`config.mk`:
```
export PLATFORM = sky130hd
export DESIGN_NAME = xaui_mgmt_top
export DESIGN_NICKNAME = d
export VERILOG_FILES = /design/src/logic/xaui_mgmt_pkg.sv /design/src/logic/xaui_mgmt_decoder.sv /design/src/logic/xaui_pll_ctrl.sv /design/src/logic/xaui_pcs_csr.sv /design/src/logic/xaui_mgmt_top.sv
export SDC_FILE = /design/constraint.sdc
export NUM_CORES = 1
export LEC_CHECK = 0
export ABC_AREA = 1
export CAP_MARGIN = 40
export CORE_MARGIN = 5
export CORE_UTILIZATION = 30
export CTS_CLUSTER_SIZE = 12
export DETAILED_ROUTE_END_ITERATION = 16
export DONT_BUFFER_PORTS = 1
export SYNTH_ARGS = -nofsm -noshare
export SYNTH_HDL_FRONTEND = slang
export SYNTH_SLANG_ARGS = --single-unit
```
`constraint.sdc`:
```
create_clock -name phy_mgmt_clk -period 2.7 [get_ports phy_mgmt_clk]
set_clock_uncertainty 0.15 [all_clocks]
set_input_delay 0.135 -clock phy_mgmt_clk [delete_from_list [all_inputs] [get_ports phy_mgmt_clk]]
set_output_delay 0.135 -clock phy_mgmt_clk [all_outputs]
set_load 0.02 [all_outputs]
```
`src/logic/xaui_mgmt_pkg.sv`:
```
// Shared constants and the address union for the XAUI management subsystem.
// The PLL and CSR windows must not overlap. The decoder relies on that and
// steers each access to at most one slave.
// Timing constants are in phy_mgmt_clk cycles.

package xaui_mgmt_pkg;

  ////////////////////////////////////////////////////
  // bus widths
  ////////////////////////////////////////////////////
  localparam int MGMT_ADDR_W = 8;                  // byte address
  localparam int MGMT_DATA_W = 32;                 // word data
  localparam int NUM_BYTES   = 8;                  // 4 lanes x 2 bytes

  ////////////////////////////////////////////////////
  // timing
  ////////////////////////////////////////////////////
  localparam int SYNC_DEPTH    = 2;                // flops per sync chain
  localparam int PLL_PDN_HOLD  = 20;               // pll_pdn high time
  localparam int PLL_PDN_CNT_W = $clog2(PLL_PDN_HOLD); // hold counter width

  ////////////////////////////////////////////////////
  // address map
  ////////////////////////////////////////////////////
  localparam logic [5:0] PLL_BASE       = 6'd4;    // 0x10..0x13
  localparam logic [1:0] PLL_REG_CTRL   = 2'd0;    // bit 0 starts pdn pulse
  localparam logic [1:0] PLL_REG_STATUS = 2'd1;    // {pdn, locked}

  localparam logic [2:0] CSR_BASE       = 3'd4;    // 0x80..0x9f
  localparam logic [4:0] CSR_REG_RESET  = 5'd0;    // {sim flag, tx rst, rx rst}
  localparam logic [4:0] CSR_REG_SYNC   = 5'd1;    // per-byte syncstatus
  localparam logic [4:0] CSR_REG_ERR    = 5'd2;    // sticky {disperr, errdetect}

  // one address byte, split two ways
  typedef union packed {
    logic [MGMT_ADDR_W-1:0] raw;                   // whole byte
    struct packed {
      logic [5:0] blk;                             // pll block select
      logic [1:0] ofs;                             // pll register offset
    } pll_view;
    struct packed {
      logic [2:0] blk;                             // csr block select
      logic [4:0] ofs;                             // csr register offset
    } csr_view;
  } mgmt_addr_u;

endpackage

```
`src/logic/xaui_mgmt_decoder.sv`:
```
// Management address decoder for the PLL and CSR slaves.
// Writes finish in the cycle they are seen. Reads always take two cycles,
// with waitrequest high in the first, including reads of unmapped space.
// The master must hold address and read stable while waitrequest is high.
`timescale 1ns/1ps

module xaui_mgmt_decoder (
  input  logic                                   phy_mgmt_clk,
  input  logic                                   rst,
  input  xaui_mgmt_pkg::mgmt_addr_u              phy_mgmt_address,
  input  logic                                   phy_mgmt_read,
  input  logic                                   phy_mgmt_write,
  input  logic [xaui_mgmt_pkg::MGMT_DATA_W-1:0]  pll_readdata,
  input  logic [xaui_mgmt_pkg::MGMT_DATA_W-1:0]  csr_readdata,
  output logic [xaui_mgmt_pkg::MGMT_DATA_W-1:0]  phy_mgmt_readdata,
  output logic                                   phy_mgmt_waitrequest,
  output logic                                   pll_read,
  output logic                                   pll_write,
  output logic                                   csr_read,
  output logic                                   csr_write
);

  logic pll_hit;                                   // address in pll window
  logic csr_hit;                                   // address in csr window
  logic rd_busy;                                   // second read cycle
  logic rd_pll;                                    // pending read is pll
  logic rd_csr;                                    // pending read is csr
  logic rd_start;                                  // first read cycle

  ////////////////////////////////////////////////////
  // block select
  ////////////////////////////////////////////////////
  assign pll_hit = (phy_mgmt_address.pll_view.blk == xaui_mgmt_pkg::PLL_BASE);
  assign csr_hit = (phy_mgmt_address.csr_view.blk == xaui_mgmt_pkg::CSR_BASE);

  assign rd_start = phy_mgmt_read & ~rd_busy;      // new read this cycle

  // strobes are single cycle, reads only in the first cycle
  assign pll_write = phy_mgmt_write & pll_hit;
  assign csr_write = phy_mgmt_write & csr_hit;
  assign pll_read  = rd_start & pll_hit;
  assign csr_read  = rd_start & csr_hit;

  ////////////////////////////////////////////////////
  // pending read
  ////////////////////////////////////////////////////
  always_ff @(posedge phy_mgmt_clk) begin
    if (rst) begin
      rd_busy <= 1'b0;
      rd_pll  <= 1'b0;
      rd_csr  <= 1'b0;
    end else if (rd_busy) begin                    // data returned, done
      rd_busy <= 1'b0;
      rd_pll  <= 1'b0;
      rd_csr  <= 1'b0;
    end else if (phy_mgmt_read) begin
      rd_busy <= 1'b1;
      rd_pll  <= pll_hit;
      rd_csr  <= csr_hit;                          // neither set -> unmapped
    end
  end

  // stall exactly one cycle per read
  assign phy_mgmt_waitrequest = rd_start;

  ////////////////////////////////////////////////////
  // read data return
  ////////////////////////////////////////////////////
  always_comb begin
    if (rd_pll) begin
      phy_mgmt_readdata = pll_readdata;
    end else if (rd_csr) begin
      phy_mgmt_readdata = csr_readdata;
    end else begin
      phy_mgmt_readdata = '0;                      // idle or unmapped
    end
  end

endmodule

```
`src/logic/xaui_pll_ctrl.sv`:
```
// PLL control slave in the management clock domain.
// A write of bit 0 to the control register raises pll_pdn for a fixed
// number of cycles. A write during the pulse restarts the count.
// pll_locked may come from any domain and is synchronised here.
`timescale 1ns/1ps

module xaui_pll_ctrl (
  input  logic                                   phy_mgmt_clk,
  input  logic                                   rst,
  input  xaui_mgmt_pkg::mgmt_addr_u              address,
  input  logic                                   read,
  input  logic                                   write,
  input  logic [xaui_mgmt_pkg::MGMT_DATA_W-1:0]  writedata,
  input  logic                                   pll_locked,
  output logic [xaui_mgmt_pkg::MGMT_DATA_W-1:0]  readdata,
  output logic                                   pll_pdn,
  output logic                                   tx_ready
);

  logic [xaui_mgmt_pkg::PLL_PDN_CNT_W-1:0] pdn_cnt;  // cycles left after this one
  logic [xaui_mgmt_pkg::SYNC_DEPTH-1:0]    lock_sync; // lock sync chain
  logic                                    locked_s;  // synced lock
  logic                                    pdn_start; // ctrl write, bit 0 set
  logic [xaui_mgmt_pkg::MGMT_DATA_W-1:0]   rd_next;

  ////////////////////////////////////////////////////
  // power-down hold timer
  ////////////////////////////////////////////////////
  assign pdn_start = write
                   & (address.pll_view.ofs == xaui_mgmt_pkg::PLL_REG_CTRL)
                   & writedata[0];

  always_ff @(posedge phy_mgmt_clk) begin
    if (rst) begin
      pll_pdn <= 1'b0;
      pdn_cnt <= '0;
    end else if (pdn_start) begin                  // (re)load the hold
      pll_pdn <= 1'b1;
      pdn_cnt <= xaui_mgmt_pkg::PLL_PDN_CNT_W'(xaui_mgmt_pkg::PLL_PDN_HOLD - 1);
    end else if (pll_pdn) begin
      if (pdn_cnt == '0) begin
        pll_pdn <= 1'b0;                           // hold time used up
      end else begin
        pdn_cnt <= pdn_cnt - 1'b1;
      end
    end
  end

  ////////////////////////////////////////////////////
  // lock synchroniser
  ////////////////////////////////////////////////////
  always_ff @(posedge phy_mgmt_clk) begin
    if (rst) begin
      lock_sync <= '0;
    end else begin
      lock_sync <= {lock_sync[xaui_mgmt_pkg::SYNC_DEPTH-2:0], pll_locked};
    end
  end

  assign locked_s = lock_sync[xaui_mgmt_pkg::SYNC_DEPTH-1];

  // ready only once locked and not held in power-down
  assign tx_ready = locked_s & ~pll_pdn;

  ////////////////////////////////////////////////////
  // register read
  ////////////////////////////////////////////////////
  always_comb begin
    rd_next = '0;                                  // ctrl and spare read 0
    if (address.pll_view.ofs == xaui_mgmt_pkg::PLL_REG_STATUS) begin
      rd_next[0] = locked_s;
      rd_next[1] = pll_pdn;
    end
  end

  // one cycle after the strobe, held until the next read
  always_ff @(posedge phy_mgmt_clk) begin
    if (read) begin
      readdata <= rd_next;
    end
  end

endmodule

```
`src/logic/xaui_pcs_csr.sv`:
```
// PCS status and control slave.
// Holds the rx/tx digital reset bits and the simulation flag, and reports
// per-byte sync status and sticky error bits. Status inputs may change at
// any time and are synchronised before use. Sticky bits keep any event
// that arrives in the cycle of a clearing write.
`timescale 1ns/1ps

module xaui_pcs_csr (
  input  logic                                   phy_mgmt_clk,
  input  logic                                   rst,
  input  xaui_mgmt_pkg::mgmt_addr_u              address,
  input  logic                                   read,
  input  logic                                   write,
  input  logic [xaui_mgmt_pkg::MGMT_DATA_W-1:0]  writedata,
  input  logic [xaui_mgmt_pkg::NUM_BYTES-1:0]    rx_syncstatus,
  input  logic [xaui_mgmt_pkg::NUM_BYTES-1:0]    rx_errdetect,
  input  logic [xaui_mgmt_pkg::NUM_BYTES-1:0]    rx_disperr,
  output logic [xaui_mgmt_pkg::MGMT_DATA_W-1:0]  readdata,
  output logic                                   rx_digitalreset,
  output logic                                   tx_digitalreset,
  output logic                                   simulation_flag
);

  // sync chains, stage SYNC_DEPTH-1 is the output
  logic [xaui_mgmt_pkg::SYNC_DEPTH-1:0][xaui_mgmt_pkg::NUM_BYTES-1:0] ss_sync;
  logic [xaui_mgmt_pkg::SYNC_DEPTH-1:0][xaui_mgmt_pkg::NUM_BYTES-1:0] ed_sync;
  logic [xaui_mgmt_pkg::SYNC_DEPTH-1:0][xaui_mgmt_pkg::NUM_BYTES-1:0] de_sync;

  logic [xaui_mgmt_pkg::NUM_BYTES-1:0]   ed_sticky;  // errdetect seen
  logic [xaui_mgmt_pkg::NUM_BYTES-1:0]   de_sticky;  // disperr seen
  logic                                  wr_reset;   // write to reset reg
  logic                                  wr_err;     // write to err reg
  logic [xaui_mgmt_pkg::MGMT_DATA_W-1:0] rd_next;

  assign wr_reset = write & (address.csr_view.ofs == xaui_mgmt_pkg::CSR_REG_RESET);
  assign wr_err   = write & (address.csr_view.ofs == xaui_mgmt_pkg::CSR_REG_ERR);

  ////////////////////////////////////////////////////
  // reset and flag control register
  ////////////////////////////////////////////////////
  always_ff @(posedge phy_mgmt_clk) begin
    if (rst) begin
      rx_digitalreset <= 1'b0;
      tx_digitalreset <= 1'b0;
      simulation_flag <= 1'b0;
    end else if (wr_reset) begin
      rx_digitalreset <= writedata[0];
      tx_digitalreset <= writedata[1];
      simulation_flag <= writedata[2];             // shortens soft pcs timers
    end
  end

  ////////////////////////////////////////////////////
  // status synchronisers
  ////////////////////////////////////////////////////
  always_ff @(posedge phy_mgmt_clk) begin
    if (rst) begin
      ss_sync <= '0;
      ed_sync <= '0;
      de_sync <= '0;
    end else begin
      ss_sync[0] <= rx_syncstatus;                 // first stage, metastable
      ed_sync[0] <= rx_errdetect;
      de_sync[0] <= rx_disperr;
      for (int i = 1; i < xaui_mgmt_pkg::SYNC_DEPTH; i++) begin
        ss_sync[i] <= ss_sync[i-1];
        ed_sync[i] <= ed_sync[i-1];
        de_sync[i] <= de_sync[i-1];
      end
    end
  end

  ////////////////////////////////////////////////////
  // sticky error bits
  ////////////////////////////////////////////////////
  always_ff @(posedge phy_mgmt_clk) begin
    if (rst) begin
      ed_sticky <= '0;
      de_sticky <= '0;
    end else begin
      // clear on write, new events still land
      ed_sticky <= (wr_err ? '0 : ed_sticky) | ed_sync[xaui_mgmt_pkg::SYNC_DEPTH-1];
      de_sticky <= (wr_err ? '0 : de_sticky) | de_sync[xaui_mgmt_pkg::SYNC_DEPTH-1];
    end
  end

  ////////////////////////////////////////////////////
  // register read
  ////////////////////////////////////////////////////
  always_comb begin
    rd_next = '0;                                  // unused offsets read 0
    case (address.csr_view.ofs)
      xaui_mgmt_pkg::CSR_REG_RESET: begin
        rd_next[0] = rx_digitalreset;
        rd_next[1] = tx_digitalreset;
        rd_next[2] = simulation_flag;
      end
      xaui_mgmt_pkg::CSR_REG_SYNC: begin
        rd_next[xaui_mgmt_pkg::NUM_BYTES-1:0] = ss_sync[xaui_mgmt_pkg::SYNC_DEPTH-1];
      end
      xaui_mgmt_pkg::CSR_REG_ERR: begin
        rd_next[xaui_mgmt_pkg::NUM_BYTES-1:0]                         = ed_sticky;
        rd_next[2*xaui_mgmt_pkg::NUM_BYTES-1:xaui_mgmt_pkg::NUM_BYTES] = de_sticky;
      end
      default: begin
        rd_next = '0;
      end
    endcase
  end

  // captured on the strobe, decoder returns it next cycle
  always_ff @(posedge phy_mgmt_clk) begin
    if (read) begin
      readdata <= rd_next;
    end
  end

endmodule

```
`src/logic/xaui_mgmt_top.sv`:
```
// Management register subsystem of a four-lane XAUI PHY wrapper.
// One read/write/waitrequest port serves the PLL control and PCS CSR slaves.
// All logic runs on phy_mgmt_clk with a synchronous active-high reset.
`timescale 1ns/1ps

module xaui_mgmt_top (
  input  logic                                   phy_mgmt_clk,
  input  logic                                   rst,
  input  logic [xaui_mgmt_pkg::MGMT_ADDR_W-1:0]  phy_mgmt_address,
  input  logic                                   phy_mgmt_read,
  input  logic                                   phy_mgmt_write,
  input  logic [xaui_mgmt_pkg::MGMT_DATA_W-1:0]  phy_mgmt_writedata,
  output logic [xaui_mgmt_pkg::MGMT_DATA_W-1:0]  phy_mgmt_readdata,
  output logic                                   phy_mgmt_waitrequest,
  input  logic                                   pll_locked,
  output logic                                   pll_pdn,
  output logic                                   tx_ready,
  input  logic [xaui_mgmt_pkg::NUM_BYTES-1:0]    rx_syncstatus,
  input  logic [xaui_mgmt_pkg::NUM_BYTES-1:0]    rx_errdetect,
  input  logic [xaui_mgmt_pkg::NUM_BYTES-1:0]    rx_disperr,
  output logic                                   rx_digitalreset,
  output logic                                   tx_digitalreset,
  output logic                                   simulation_flag
);

  logic                                  pll_read;     // pll strobes
  logic                                  pll_write;
  logic [xaui_mgmt_pkg::MGMT_DATA_W-1:0] pll_readdata;
  logic                                  csr_read;     // csr strobes
  logic                                  csr_write;
  logic [xaui_mgmt_pkg::MGMT_DATA_W-1:0] csr_readdata;

  ////////////////////////////////////////////////////
  // address decoder
  ////////////////////////////////////////////////////
  xaui_mgmt_decoder xaui_mgmt_decoder_inst (
    .phy_mgmt_clk         (phy_mgmt_clk),
    .rst                  (rst),
    .phy_mgmt_address     (phy_mgmt_address),
    .phy_mgmt_read        (phy_mgmt_read),
    .phy_mgmt_write       (phy_mgmt_write),
    .pll_readdata         (pll_readdata),
    .csr_readdata         (csr_readdata),
    .phy_mgmt_readdata    (phy_mgmt_readdata),
    .phy_mgmt_waitrequest (phy_mgmt_waitrequest),
    .pll_read             (pll_read),
    .pll_write            (pll_write),
    .csr_read             (csr_read),
    .csr_write            (csr_write)
  );

  ////////////////////////////////////////////////////
  // slaves, address and data shared
  ////////////////////////////////////////////////////
  xaui_pll_ctrl xaui_pll_ctrl_inst (
    .phy_mgmt_clk (phy_mgmt_clk),
    .rst          (rst),
    .address      (phy_mgmt_address),
    .read         (pll_read),
    .write        (pll_write),
    .writedata    (phy_mgmt_writedata),
    .pll_locked   (pll_locked),
    .readdata     (pll_readdata),
    .pll_pdn      (pll_pdn),
    .tx_ready     (tx_ready)
  );

  xaui_pcs_csr xaui_pcs_csr_inst (
    .phy_mgmt_clk    (phy_mgmt_clk),
    .rst             (rst),
    .address         (phy_mgmt_address),
    .read            (csr_read),
    .write           (csr_write),
    .writedata       (phy_mgmt_writedata),
    .rx_syncstatus   (rx_syncstatus),
    .rx_errdetect    (rx_errdetect),
    .rx_disperr      (rx_disperr),
    .readdata        (csr_readdata),
    .rx_digitalreset (rx_digitalreset),
    .tx_digitalreset (tx_digitalreset),
    .simulation_flag (simulation_flag)
  );

endmodule

```
==> results.rst <==
.. list-table::
   :header-rows: 1

   * - Metric
     - Value
   * - Outcome
     - finished clean
   * - Chip width
     - 118.8 um
   * - Average cell area after synthesis
     - 8.489 um2
   * - Achievable Freq
     - 0.4591 GHz
   * - Global-route wire length before repair
     - 10940 um
   * - Final Hold Fails
     - 0
   * - Maximum vdd ir drop
     - 0.2933 mV
   * - Worst setup slack for register-to-register paths
     - between 0.9 and 1 ns
   * - Critical Setup Path Class
     - in -> reg
   * - Total length of routed wires
     - about 6600 um
   * - Initial Utilization
     - 30.81%
   * - Endpoint arrival time on the critical path
     - 2.30 ns
   * - Clock Latency Late Sink
     - 0.33 ns
   * - Most used cells in the layout excluding fill and tap cells
     - 110 x nor2_1, 78 x inv_1, 78 x dfxtp_1
   * - Remaining DRCs
     - 0
   * - Post-Place Setup Slack
     - 1.235 ns
   * - Cell taking the most area after synthesis
     - dfxtp_1
   * - Unrepaired setup endpoints after global routing
     - false
   * - Setup_tns
     - 0 ns
   * - Cells on Worst Hold Path
     - 5
   * - Ranking of synthesized cells by area
     - dfxtp_1 44%, edfxtp_1 15%, nor2_1 12%
   * - Worst min-delay path category
     - in -> reg
   * - Gp weighted congestion
     - 0.7355
   * - Switching Fraction
     - 20.63%
   * - Critical path startpoint category
     - input pin
   * - Count of warnings emitted by yosys
     - 0
   * - Type of destination of the critical path
     - register
   * - Actual transition at the worst max-transition pin
     - 0.5853 ns
   * - CTS Buf Count
     - 9
   * - Master cell of the clock root buffer
     - clkbuf_16
   * - Filler cell count
     - 1173
   * - Worst R2R Start
     - xaui_mgmt_decoder_inst.rd_csr
   * - Footprint of the multi-input gates
     - 1021 um2
   * - Worst R2R End
     - xaui_mgmt_decoder_inst.rd_csr
   * - Half-perimeter wire length of the detailed placement result
     - 4706 um
   * - Required time of the worst setup path
     - 2.82 ns
   * - Core Util, Final
     - 38.06%
   * - Initial antenna violation count
     - 0
   * - Synth Register Bits
     - 96
   * - P&R area growth vs syn
     - 23.52%
   * - Core ar.
     - 11520 um2
   * - Number of antenna diodes
     - 0
   * - Cell variety after synth
     - 25
   * - Total track usage
     - about 9.6%
   * - Height of the die
     - 118.8 um
   * - Worst relative slew slack
     - between 60% and 70%
   * - Most common cell after layout, fill and taps aside
     - nor2_1
   * - Total number of vias
     - 2385
   * - Remaining number of nets flagged by the antenna check after routing
     - 0
   * - Storage element area
     - 2102 um2
   * - Largest net degree at the start of global routing
     - 71
   * - Number of levels the H-tree was split into
     - 3
   * - Number of input and output port buffers inserted
     - 0
   * - Via density
     - 3.936
   * - Combinational share of power
     - 5.7%
   * - GR Overflow Total
     - 0
   * - Post-synthesis instance area
     - 3548 um2
   * - Initial DRC count
     - 95
   * - Clock input transition at the sequential cells of the worst setup and hold paths
     - 0.06 ns
   * - Max-slew violation total from the final report
     - 0
   * - Portion of the post-synthesis area used by sequential elements
     - approximately three fifths
   * - Final Setup Violations
     - 0
   * - Count of TritonRoute iterations in the first routing pass
     - 4
   * - Max_cap viols
     - 0
   * - IO Count
     - approximately 110
   * - Num Clock Sinks
     - 96
   * - TritonCTS clock tree
     - done
   * - Share of cells above drive strength 1
     - between 7 and 8%
   * - Startpoint of the tightest hold check path
     - phy_mgmt_write
   * - Via count of the first global-routing pass
     - 2311
   * - Worst-case hold path end point
     - xaui_pcs_csr_inst.simulation_flag
   * - Cell leakage power
     - 1.943 nW
   * - Reg2reg path depth
     - 3
   * - Instance count of the mapped netlist
     - 418
   * - Layout Nets
     - 528
   * - Max FO, Critical Path
     - 4
   * - Clock Power Share
     - 43.9%
   * - WL per Instance
     - ~11 um
   * - Final clock period utilization by the worst path
     - 80.68%
   * - Total Die Area
     - ~14000 um2
   * - Number of buffers on the longest clock path
     - 2
   * - Internal Pwr Total
     - around 0.0024 W
   * - Row cnt
     - 39
   * - Sequential group share of total power
     - 50.4%
   * - Power per Cell Area
     - 693.9 nW/um2
   * - Area share of the largest cell type after synthesis
     - 44.01%
   * - Worst-case setup margin in the final layout
     - 0.5217 ns
   * - Net load switching power
     - 0.0006273 W
   * - Clock period minus worst slack
     - 2.178 ns
## through the flow
stage | hold slack, ns | power [W] | cells | area [um2]
2_1_floorplan | 0.09197 | 0.001685 | 433 | 3605
3_3_place_gp | 0.07221 | 0.001670 | 548 | 3610
3_5_place_dp | 0.07912 | 0.001675 | 548 | 3610
4_1_cts | 0.05401 | 0.003081 | 606 | 4383
5_1_grt | 0.1242 | 0.003182 | 606 | 4383
6_report | 0.08190 | 0.003041 | 606 | 4383
## critical path, cell delays in order
cell	delay, ns
dlygate4sd3_1	0.57
nor2_2	0.18
nand3_1	0.12
dlygate4sd3_1	0.59
a21oi_1	0.13
dlygate4sd3_1	0.57
## synthesized netlist by cell type
| master | instances |
|---|---|
| nor2_1 | 110 |
| dfxtp_1 | 78 |
| inv_1 | 78 |
| nand2_1 | 49 |
| edfxtp_1 | 18 |
| buf_4 | 16 |
| nand3_1 | 13 |
| a21oi_1 | 10 |
| a21oi_2 | 10 |
| clkbuf_1 | 8 |
| a22o_1 | 5 |
| buf_2 | 4 |
| nor2_2 | 4 |
| o21ai_0 | 4 |
| buf_6 | 1 |
| clkinv_1 | 1 |
| conb_1 | 1 |
| ha_1 | 1 |
| inv_2 | 1 |
| nand2_2 | 1 |
| nand2_4 | 1 |
| nor2_8 | 1 |
| o21bai_1 | 1 |
| or2_2 | 1 |
| xnor2_1 | 1 |
## state kept, by name, indices dropped and copies added (netlist names), 2 cells and up
register / flops
xaui_pcs_csr_inst.de_sync: 16
xaui_pcs_csr_inst.ed_sync: 16
xaui_pcs_csr_inst.readdata: 16
xaui_pcs_csr_inst.ss_sync: 16
xaui_pcs_csr_inst.de_sticky: 8
xaui_pcs_csr_inst.ed_sticky: 8
xaui_pll_ctrl_inst.pdn_cnt: 5
xaui_pll_ctrl_inst.lock_sync: 2
xaui_pll_ctrl_inst.readdata: 2
## layout make-up
type,instances,area share [%]
inverter,80,6.851
multi-input combinational,228,23.29
sequential,96,47.96
clock inverter,5,1.370
timing repair buffer,43,10.16
clock buffer,11,6.280
tap,143,4.082
## power by group through the flow
stage	sequential, W	combinational, W	clock (W)
final	0.00153	0.000174	0.00134
after detailed placement	0.00156	0.000111	0
after floorplan	0.00156	0.000128	0
after CTS	0.00153	0.000175	0.00137
after global routing	0.00154	0.000196	0.00145
after global placement	0.00156	0.000108	0
## cell families after synthesis
| kind of cell | after synthesis | synth area share (%) |
|---|---|---|
| simple gates | 180 | 20.59 |
| buf+inv | 109 | 13.58 |
| flops | 96 | 59.24 |
| compound gates | 30 | 5.889 |
| xor+xnor | 1 | 0.2469 |
| fa+ha+maj | 1 | 0.3526 |
| other cells | 1 | 0.1057 |
## worst max path at each step
stage | slack, ns | to | start | cells past startpoint
after global routing | 0.42 | xaui_mgmt_decoder_inst.rd_csr | phy_mgmt_address[5] | 6
after detailed placement | 1.24 | xaui_pll_ctrl_inst.pdn_cnt[3] | xaui_pll_ctrl_inst.pdn_cnt[0] | 8
final | 0.52 | xaui_mgmt_decoder_inst.rd_csr | phy_mgmt_address[5] | 6
after global placement | 1.28 | phy_mgmt_readdata[2] | xaui_mgmt_decoder_inst.rd_csr | 2
after floorplan | 1.08 | xaui_pcs_csr_inst.readdata[0] | phy_mgmt_address[5] | 3
after CTS | 0.12 | xaui_mgmt_decoder_inst.rd_csr | phy_mgmt_address[6] | 7
## metal layers
| layer | share of wire (%) | track usage [%] |
|---|---|---|
| met5 | 0 | 0 |
| met4 | 2.2 | 5.141 |
| met3 | 5.1 | 2.292 |
| met2 | 43 | 14.56 |
| met1 | 49 | 12.69 |
## what timing repair did
item                                   4_1_cts  5_1_grt
endpoints found under the hold margin       81        1
hold buffers                                42        1
setup buffers                                0        0
gates resized for setup                      0        0
setup endpoints to repair                    0        1
Note: power is estimated with default switching activity, not from simulation.
